File: src/hdl/psg_pkg.sv
package psg_pkg;

	// ========================================
	// data and address widths
	// ========================================

	// signed wave sample
	localparam int sample_w = 8;
	// wave memory address, table select on top of table index
	localparam int adr_w = 10;
	localparam int tbl_w = 2;

	// phase accumulator, top 8 bits index the table
	localparam int phase_w = 16;
	localparam int freq_w = 16;

	// unsigned channel volume
	localparam int vol_w = 4;

	// 8 channels of sample times volume fit without overflow
	localparam int mix_w = 16;

	// ========================================
	// host register map
	// ========================================

	localparam int reg_dat_w = 16;

	// field code in the low 2 address bits, channel number above
	localparam logic [1:0] reg_fld_freq = 2'd0;
	localparam logic [1:0] reg_fld_vol = 2'd1;
	localparam logic [1:0] reg_fld_tbl = 2'd2;
	localparam logic [1:0] reg_fld_gate = 2'd3;

endpackage

File: src/hdl/psg_regs.sv
module psg_regs
	import psg_pkg::*;
#(
	parameter int n_ch = 8,
	localparam int ch_w = $clog2(n_ch)
) (
	input logic clk,
	input logic rst,
	input logic reg_we,
	input logic [ch_w+1:0] reg_adr,
	input logic [reg_dat_w-1:0] reg_dat,
	output logic [n_ch*freq_w-1:0] freq,
	output logic [n_ch*vol_w-1:0] vol,
	output logic [n_ch*tbl_w-1:0] tbl,
	output logic [n_ch-1:0] gate
);

	// ========================================
	// address decode
	// ========================================

	logic [ch_w-1:0] ch;
	logic [1:0] fld;
	logic wr_ok;

	assign ch = reg_adr[ch_w+1:2];
	assign fld = reg_adr[1:0];

	// channel numbers past the last voice are dropped
	assign wr_ok = reg_we && (int'(ch) < n_ch);

	// ========================================
	// per-channel fields
	// ========================================

	always_ff @(posedge clk) begin
		if (rst) begin
			freq <= '0;
			vol <= '0;
			tbl <= '0;
			gate <= '0;
		end else if (wr_ok) begin
			case (fld)
				reg_fld_freq: begin
					freq[ch*freq_w +: freq_w] <= reg_dat[freq_w-1:0];
				end
				reg_fld_vol: begin
					vol[ch*vol_w +: vol_w] <= reg_dat[vol_w-1:0];
				end
				reg_fld_tbl: begin
					tbl[ch*tbl_w +: tbl_w] <= reg_dat[tbl_w-1:0];
				end
				reg_fld_gate: begin
					// only bit 0 is meaningful for the gate
					gate[ch] <= reg_dat[0];
				end
			endcase
		end
	end

endmodule

File: src/hdl/psg_bus_arb.sv
module psg_bus_arb
	import psg_pkg::*;
#(
	parameter int n_ch = 8,
	localparam int sel_w = $clog2(n_ch)
) (
	input logic clk,
	input logic rst,
	input logic ce,
	input logic [n_ch-1:0] req,
	input logic [n_ch*adr_w-1:0] adr,
	input logic bus_ack,
	output logic [n_ch-1:0] grant,
	output logic bus_cyc,
	output logic [adr_w-1:0] bus_adr
);

	// ========================================
	// priority pick
	// ========================================

	logic [n_ch-1:0] pick;
	logic [sel_w-1:0] pick_n;
	logic [sel_w-1:0] sel;
	logic held;
	logic done;

	// scan from the top so the lowest requester wins
	always_comb begin
		pick = '0;
		pick_n = '0;
		for (int i = n_ch - 1; i >= 0; i--) begin
			if (req[i]) begin
				pick = '0;
				pick[i] = 1'b1;
				pick_n = sel_w'(i);
			end
		end
	end

	// ========================================
	// system side
	// ========================================

	assign held = |grant;

	// single request toward the system, owner still wants the bus
	assign bus_cyc = held && req[sel];

	// owner's fetch address steered out
	assign bus_adr = adr[sel*adr_w +: adr_w];

	// transfer finished, or nothing running
	assign done = bus_ack || !bus_cyc;

	// ========================================
	// grant register
	// ========================================

	// no requester at all means the last owner keeps the grant
	always_ff @(posedge clk) begin
		if (rst) begin
			grant <= '0;
			sel <= '0;
		end else if (ce && done && (|req)) begin
			grant <= pick;
			sel <= pick_n;
		end
	end

endmodule

File: src/hdl/wave_channel.sv
module wave_channel
	import psg_pkg::*;
(
	input logic clk,
	input logic rst,
	input logic ce,
	input logic gate,
	input logic [freq_w-1:0] freq,
	input logic [tbl_w-1:0] tbl,
	input logic grant,
	input logic bus_ack,
	input logic [sample_w-1:0] bus_dat,
	output logic req,
	output logic [adr_w-1:0] adr,
	output logic signed [sample_w-1:0] sample
);

	localparam int idx_w = adr_w - tbl_w;

	// ========================================
	// phase and wave address
	// ========================================

	logic [phase_w-1:0] phase;
	logic [adr_w-1:0] cur_adr;
	logic loaded;
	logic xfer;
	logic stale;

	// table select on top, high phase bits index the table
	assign cur_adr = {tbl, phase[phase_w-1 -: idx_w]};

	// this voice's transfer completes at this edge
	assign xfer = ce && grant && req && bus_ack;

	// adr holds the last fetched (or in-flight) address
	assign stale = cur_adr != adr;

	// ========================================
	// fetch control and sample hold
	// ========================================

	always_ff @(posedge clk) begin
		if (rst) begin
			phase <= '0;
			loaded <= 1'b0;
			req <= 1'b0;
			adr <= '0;
			sample <= '0;
		end else if (!gate) begin
			// silent voice, next gate starts from phase 0
			phase <= '0;
			loaded <= 1'b0;
			req <= 1'b0;
			sample <= '0;
		end else begin
			if (ce) begin
				phase <= phase + freq;
			end

			if (xfer) begin
				sample <= bus_dat;
				loaded <= 1'b1;
			end

			// new fetch only while idle or just finishing one
			// adr stays put for the whole transfer
			if (ce && (!req || xfer)) begin
				req <= stale || (!loaded && !xfer);
				adr <= cur_adr;
			end
		end
	end

endmodule

File: src/hdl/psg_mixer.sv
module psg_mixer
	import psg_pkg::*;
#(
	parameter int n_ch = 8
) (
	input logic clk,
	input logic rst,
	input logic ce,
	input logic [n_ch*sample_w-1:0] sample,
	input logic [n_ch*vol_w-1:0] vol,
	output logic signed [mix_w-1:0] mix
);

	// ========================================
	// scale and sum
	// ========================================

	logic signed [sample_w+vol_w:0] prod [n_ch];
	logic signed [mix_w-1:0] acc;

	// volume is unsigned, so widen it with a zero before the signed multiply
	always_comb begin
		for (int i = 0; i < n_ch; i++) begin
			prod[i] = $signed(sample[i*sample_w +: sample_w]) *
				$signed({1'b0, vol[i*vol_w +: vol_w]});
		end
	end

	// ungated voices hold a zero sample and drop out here
	always_comb begin
		acc = '0;
		for (int i = 0; i < n_ch; i++) begin
			acc = acc + prod[i];
		end
	end

	// ========================================
	// output register
	// ========================================

	always_ff @(posedge clk) begin
		if (rst) begin
			mix <= '0;
		end else if (ce) begin
			mix <= acc;
		end
	end

endmodule

File: src/hdl/psg_wave_top.sv
module psg_wave_top
	import psg_pkg::*;
#(
	parameter int n_ch = 8,
	localparam int ch_w = $clog2(n_ch)
) (
	input logic clk,
	input logic rst,
	input logic ce,
	input logic reg_we,
	input logic [ch_w+1:0] reg_adr,
	input logic [reg_dat_w-1:0] reg_dat,
	input logic bus_ack,
	input logic [sample_w-1:0] bus_dat,
	output logic bus_cyc,
	output logic [adr_w-1:0] bus_adr,
	output logic signed [mix_w-1:0] mix
);

	// register file outputs, one slice per channel
	logic [n_ch*freq_w-1:0] freq;
	logic [n_ch*vol_w-1:0] vol;
	logic [n_ch*tbl_w-1:0] tbl;
	logic [n_ch-1:0] gate;

	// channel to arbiter
	logic [n_ch-1:0] req;
	logic [n_ch*adr_w-1:0] adr;
	logic [n_ch-1:0] grant;

	// channel to mixer
	logic [n_ch*sample_w-1:0] sample;

	// ========================================
	// host registers
	// ========================================

	psg_regs #(.n_ch(n_ch)) u_regs (
		.clk(clk),
		.rst(rst),
		.reg_we(reg_we),
		.reg_adr(reg_adr),
		.reg_dat(reg_dat),
		.freq(freq),
		.vol(vol),
		.tbl(tbl),
		.gate(gate)
	);

	// ========================================
	// voices
	// ========================================

	for (genvar g = 0; g < n_ch; g++) begin : g_ch
		wave_channel u_ch (
			.clk(clk),
			.rst(rst),
			.ce(ce),
			.gate(gate[g]),
			.freq(freq[g*freq_w +: freq_w]),
			.tbl(tbl[g*tbl_w +: tbl_w]),
			.grant(grant[g]),
			.bus_ack(bus_ack),
			.bus_dat(bus_dat),
			.req(req[g]),
			.adr(adr[g*adr_w +: adr_w]),
			.sample(sample[g*sample_w +: sample_w])
		);
	end

	// ========================================
	// bus arbiter and mixer
	// ========================================

	psg_bus_arb #(.n_ch(n_ch)) u_arb (
		.clk(clk),
		.rst(rst),
		.ce(ce),
		.req(req),
		.adr(adr),
		.bus_ack(bus_ack),
		.grant(grant),
		.bus_cyc(bus_cyc),
		.bus_adr(bus_adr)
	);

	psg_mixer #(.n_ch(n_ch)) u_mix (
		.clk(clk),
		.rst(rst),
		.ce(ce),
		.sample(sample),
		.vol(vol),
		.mix(mix)
	);

endmodule

File: config.mk
export PLATFORM = sky130hd
export DESIGN_NAME = psg_wave_top
export DESIGN_NICKNAME = d
export VERILOG_FILES = /design/src/hdl/psg_pkg.sv /design/src/hdl/psg_regs.sv /design/src/hdl/psg_bus_arb.sv /design/src/hdl/wave_channel.sv /design/src/hdl/psg_mixer.sv /design/src/hdl/psg_wave_top.sv
export SDC_FILE = /design/constraint.sdc
export NUM_CORES = 2
export LEC_CHECK = 0
export BUFFER_PORTS_ARGS = -buffer_cell sky130_fd_sc_hd__buf_2
export CAP_MARGIN = 20
export CORE_AREA = 3 3 274 276
export DETAILED_ROUTE_END_ITERATION = 16
export DIE_AREA = 0 0 277 279
export GPL_TIMING_DRIVEN = 1
export PLACE_DENSITY = 0.68
export SYNTH_ARGS = -nofsm -noshare
export SYNTH_HDL_FRONTEND = slang
export SYNTH_SLANG_ARGS = --single-unit
export TNS_END_PERCENT = 50
File: constraint.sdc
create_clock -name clk -period 9.7 [get_ports clk]
set_clock_uncertainty 0.15 [all_clocks]
set_input_delay 1.455 -clock clk [delete_from_list [all_inputs] [get_ports clk]]
set_output_delay 1.455 -clock clk [all_outputs]
set_load 0.05 [all_outputs]
## Word-level counts from Yosys, hierarchy flattened

Index checks and enable logic that the tools add are counted.

- Output and inout bits: 27
- Bits of input ports: 34
- Flip-flop bits (word level): 499

- Reductions and logical operators: 109
- Shifts and indexed selects: 7
- $lt $le $gt $ge: 3
- Multiply operators: 9
- Bitwise gates (word level): 8
- $add $sub $neg: 18
- Muxes and demuxes: 24
- Equality and inequality tests: 11

Operator list:

| operator | number |
|---|---|
| adder 16 bit | 8 |
| bitwise mux 128 bit | 1 |
| variable shift 16 x 34 -> 128 bit (first input constant) | 1 |
| variable part select 16 x 34 -> 128 bit | 1 |
| multiplier 8 x 5 -> 13 bit | 8 |
| adder 16 x 13 -> 16 bit | 5 |
| inequality test 10 bit | 8 |
| variable part select 80 x 8 -> 10 bit | 1 |
| two-way mux 8 bit | 8 |
| logical AND 1 bit | 44 |
| negator 4 -> 34 bit | 1 |
| negator 5 -> 34 bit | 1 |
| negator 7 -> 34 bit | 1 |
| variable shift 2 x 34 -> 16 bit (first input constant) | 1 |
| variable shift 4 x 34 -> 32 bit (first input constant) | 1 |
| variable part select 2 x 34 -> 16 bit | 1 |
| variable part select 4 x 34 -> 32 bit | 1 |
| bitwise mux 32 bit | 1 |
| zero test 1 bit | 25 |
| two-way mux 3 bit | 8 |
| AND reduction 2 bit | 12 |
| logical OR 1 bit | 17 |
| bitwise mux 16 bit | 1 |
| OR reduction 2 bit | 8 |
| 14 further kinds | 25 |

## Depth between registers and ports, before layout

- Depth after elaboration: 8
- Gate-level depth with buffers: 37
- Gate-level depth less buffers: 36

## Cells and area by module

From an unflattened synthesis, not the netlist that was laid out.

- Cell total of the unflattened synthesis: 4,078
- Area total of the unflattened synthesis: 37,459.7 um2

By module, submodules not included:

| module | seq. area each (um2) | cells each | area an instance (um2) | instances |
|---|---|---|---|---|
| wave_channel | 720.7 | 240 | 2,110.8 | 8 |
| psg_mixer | 320.3 | 1,200 | 11,508.5 | 1 |
| psg_regs | 3,683.5 | 844 | 7,793.7 | 1 |
| psg_bus_arb | 220.2 | 114 | 1,271.2 | 1 |

## Worst setup path after synthesis

Ideal clock, no wire load.

- Path kind: reg-to-reg
- Start point: reg u_regs.vol[11]
- End point: reg u_mix.mix[15]
- Slack: 339 ps
- Required time: 9,464 ps
- Cell stages (with the launch flop): 36
- Arrival: 9,125 ps
- Cells stage by stage: dfxtp_1 > clkbuf_1 > nand2_1 > fa_1 > fa_1 > fa_1 > inv_1 > fa_1 > fa_1 > inv_1 > fa_1 > inv_1 > ha_1 > inv_1 > fa_1 > nor2b_1 > o21ai_0 > a21boi_0 > o21ai_0 > nand2b_1 > a31oi_1 > xnor2_1 > fa_1 > fa_1 > fa_1 > inv_1 > fa_1 > fa_1 > inv_1 > ha_1 > nand4_1 > o311ai_0 > o21ai_0 > a21oi_1 > xnor2_1 > a211oi_1

- Cells in the longest elaborated chain, start to end: 7

RTL lines:

| what | line | source |
|---|---|---|
| start: declaration | psg_regs.sv:13 | `output logic [n_ch*vol_w-1:0] vol,` |
| start signal: indexed assignment | psg_regs.sv:48 | `vol[ch*vol_w +: vol_w] <= reg_dat[vol_w-1:0];` |
| multiplier 8 x 5 -> 13 bit | psg_mixer.sv:24 | `prod[i] = $signed(sample[i*sample_w +: sample_w]) *` |
| adder 14 x 13 -> 15 bit | psg_mixer.sv:33 | `acc = acc + prod[i];` |
| adder 16 x 13 -> 16 bit (5 in series) | psg_mixer.sv:33 |  |
| end signal: assignment | psg_mixer.sv:43 | `mix <= '0;` |
| end signal: assignment | psg_mixer.sv:45 | `mix <= acc;` |
| end: declaration | psg_mixer.sv:11 | `output logic signed [mix_w-1:0] mix` |

No other way between the ends.
A chain may end at the register's enable or synchronous reset.

## Worst setup path after layout

- Start point: reg g_ch[0].u_ch.sample[2]
- End point: reg u_mix.mix[14]

- Cells in the longest elaborated chain, start to end: 8

RTL lines:

| what | line | source |
|---|---|---|
| start: declaration | wave_channel.sv:15 | `output logic signed [sample_w-1:0] sample` |
| start signal: assignment | wave_channel.sv:62 | `sample <= bus_dat;` |
| multiplier 8 x 5 -> 13 bit | psg_mixer.sv:24 |  |
| adder 13 x 13 -> 14 bit | psg_mixer.sv:33 |  |
| adder 14 x 13 -> 15 bit | psg_mixer.sv:33 |  |
| adder 16 x 13 -> 16 bit (5 in series) | psg_mixer.sv:33 |  |

No other way between the ends.

==> summary.md <==
| Metric | Value |
|---|---|
| Mean Syn Cell Area | 8.66 um2 |
| Num rows | 99 |
| Layout Utilization | 54.3% |
| Synthesis-to-layout area growth | 9.01% |
| CTS buffer count | 54 |
| Nets | 4774 |
| Fill cells | 6817 |
| Number of global-route vias before repair | 27440 |
| Hold Vio Cnt, Final | 0 |
| CTS Buffer Depth | 3 |
| Post-synth EDFFs | 0 |
| Cell count along the critical path | 34 |
| WP data arrival | 9630 ps |
| Crit path kind | flop to flop |
| Post-Syn Area | 36300 um2 |
| Post-synth top flop | dfxtp_1 |
| Final setup fails | 0 |
| FF+latch count, synth | 499 |
| Worst path max stage delay | 550 ps |
| Worst min-delay path category | flop to flop |
| Least-Margin Pin Slew | 1120 ps |
| CP delay by family, top | adder cells |
| Clock latency on the worst-skew pair | 620 ps |
| Synth cell count leaders | nand2_1 (539), dfxtp_1 (499), inv_1 (480) |
| Yosys cell types | 81 |
| Wire length per cell | 18.9 um |
| Required time of the critical path | 10020 ps |
| Slowest CP cell | fa_1 |
| Cell count after synthesis | 4188 |
| Syn. warnings | 0 |
| Async SR Flop Fraction | 0% |
| Core box area | 72800 um2 |
| Crit-path most repeated cell | fa_1 |
| Vias post-DR | 28208 |
| Crit. End Element | flop |
| Reg2Reg Setup Slack | 380 ps |
| Final RePlAce weighted congestion | 0.910 |
| Fmax | 107 MHz |
| Root buf cell | clkbuf_16 |
| Pins Over Slew Limit | 0 |
| Leakage | 17.1 nW |
| Top-area cell type share of the netlist area | 27.5% |
| Sequential-to-total area share from yosys stat | 27.5% |
| Top post-synthesis cells by area | dfxtp_1 (28%), fa_1 (16%), ha_1 (9.3%), nand2_1 (5.6%), mux2i_1 (5.4%) |
| Worst reg2reg path depth | 34 |
| Routed Antenna Nets | 0 |
| Die area | 77300 um2 |
| 1st-iter DRT viols | 1917 |
| Syn_nets | 4790 |
| Dominant cell type by area after synthesis | dfxtp_1 |
| Drt drc | 0 |
| DIE HEIGHT | 279 um |
| Final Non-Filler Cells | 5181 |
| Pwr/cell area | 114 nW/um2 |
| Most numerous cell in the Yosys netlist | nand2_1 |
| Pre-antenna DRT Iters | 8 |
| Status | finished clean |
| Vias per cell | 5.44 |
| Initial antenna violation count | 7 |
| Final wirelength | 97.7 mm |
| Starting Density | 49.8% |
| Clock sinks | 499 |
| Largest net degree at the start of global routing | 89 |
| Maxcap violations | 0 |
| Total grt overflow | 0 |
| Clock slew seen by the registers of the worst setup and hold paths | 60 ps |
| Placed Instances | 5066 |
| Fin crit period | 9320 ps |
| Fin crit share | 96.0% |
| Max-Slew Margin vs Limit | 24.9% |
| WHS Path Cells | 2 |
| Max VDD drop | 0.000132 V |
| First-pass GRT wire length | 154 mm |
| TritonCTS clock tree | done |
| WP buf/inv | 7 |
| CP Launch Type | flop |
| Share of layout cells above drive strength 1 | 6.71% |
| PortBufs | 60 |
| I/O pin total | 61 |
| Die Width | 277 um |
| Total track usage | 25.1% |
| Hpwl dp | 73.9 mm |
| Crit-path max FO | 5 |
| Htree depth | 2 |
| Worst hold margin | 306 ps |
==> path summary, 6_finish.rpt <==
| check | startpoint | to |
|---|---|---|
| worst max register to register | g_ch[0].u_ch.sample[2] | u_mix.mix[14] |
| worst min-delay path | u_regs.freq[92] | u_regs.freq[92] |
| worst max-delay path | g_ch[0].u_ch.sample[2] | u_mix.mix[14] |
| worst min register to register | u_regs.freq[92] | u_regs.freq[92] |
==> per-layer routing <==
metal  vias up  wire, um  global-route usage, %
met5         -        16                      0
met4         2      2890                   6.79
met3       143      5820                   3.43
met2       683     46400                   42.5
met1     13665     42600                   33.7
li1      13715         -                      -
==> tightest hold or removal path, cell delays in order, from the launching register on <==
cell and delay, ps:
dfxtp_1 310, nand2_1 50, a21oi_1 50
==> sequential cells by signal, summed over array words and instances, names as in the netlist, 8 cells and up <==
name	flops
g_ch.u_ch.adr	80
g_ch.u_ch.loaded	8
g_ch.u_ch.phase	128
g_ch.u_ch.req	8
g_ch.u_ch.sample	64
u_arb.grant	8
u_mix.mix	16
u_regs.freq	128
u_regs.gate	8
u_regs.tbl	16
u_regs.vol	32
==> repair_timing <==
| action | 4_1_cts | 5_1_grt |
|---|---|---|
| resized for setup | 1 | 34 |
| hold buffers | 0 | 0 |
| endpoints found under the setup margin | 2 | 5 |
| pin swaps | 0 | 17 |
| setup buffers | 0 | 3 |
==> cell usage in the layout, fill, tap and decap left out, types with 6 or more instances in the layout <==
cell type    n
clkinv_2     8
nor2b_1     24
a211oi_1    25
o21ai_1     10
xor2_1      31
a21oi_1    344
o41ai_1     10
and3_1      23
and2_1     190
xnor2_1    158
nor4_1       7
o31ai_1     10
nand2_1    539
mux2_2      13
o211ai_1     8
inv_1      480
a31oi_1      9
nor3_1      36
o21ai_0     89
buf_4       46
or3_1       10
o21a_1      13
a21oi_2      6
nor2_1     362
a211o_1      7
nand3_1    117
clkbuf_8    14
mux4_2      22
mux2i_1    197
nand4_1     31
clkbuf_16   55
nand2b_1    15
fa_1       296
ha_1       270
o21bai_1    19
bufinv_16    9
buf_2       58
diode_2      7
a21o_1      46
dfxtp_1    492
==> power by group <==
| part | internal [mW] | switching [mW] |
|---|---|---|
| Sequential | 2.05 | 0.00298 |
| Combinational | 0.0304 | 0.132 |
| Clock | 1.39 | 0.898 |
==> area by class of cell <==
class	instances	area (um2)	share of cell area, %
antenna	7	17.5	0.0443
clock buffer	74	1590	4.01
clock inverter	25	388	0.981
inverter	481	1810	4.56
multi-input combinational	3028	23900	60.3
sequential	499	10000	25.3
tap	959	1200	3.03
timing repair buffer	108	692	1.75
==> per-stage QoR <==
| step | area, um2 | power, mW | setup TNS [ps] | setup slack (ps) |
|---|---|---|---|---|
| finish | 39600 | 4.50 | 0 | 384 |
| global route | 39500 | 4.63 | -295 | -91.5 |
| CTS | 39300 | 4.53 | 0 | 104 |
| detailed placement | 37400 | 2.26 | -84.7 | -43.3 |
| global placement | 37400 | 2.26 | 0 | 93.6 |
| floorplan | 36300 | 2.19 | 0 | 339 |
==> kinds of logic (layout without fill, tap and decap cells) <==
logic type | after synthesis | count (layout) | synth area share, %
muxes | 232 | 232 | 7.20
buffers and inverters | 661 | 688 | 6.99
and+or+nand+nor | 1386 | 1386 | 17.3
adders and majority gates | 568 | 568 | 25.7
AOI/OAI and AO/OA | 651 | 651 | 10.6
other | 0 | 7 | 0
xor gates and xnor gates | 191 | 191 | 4.61
DFF | 499 | 499 | 27.5
Power figures use the tool's default switching activity.
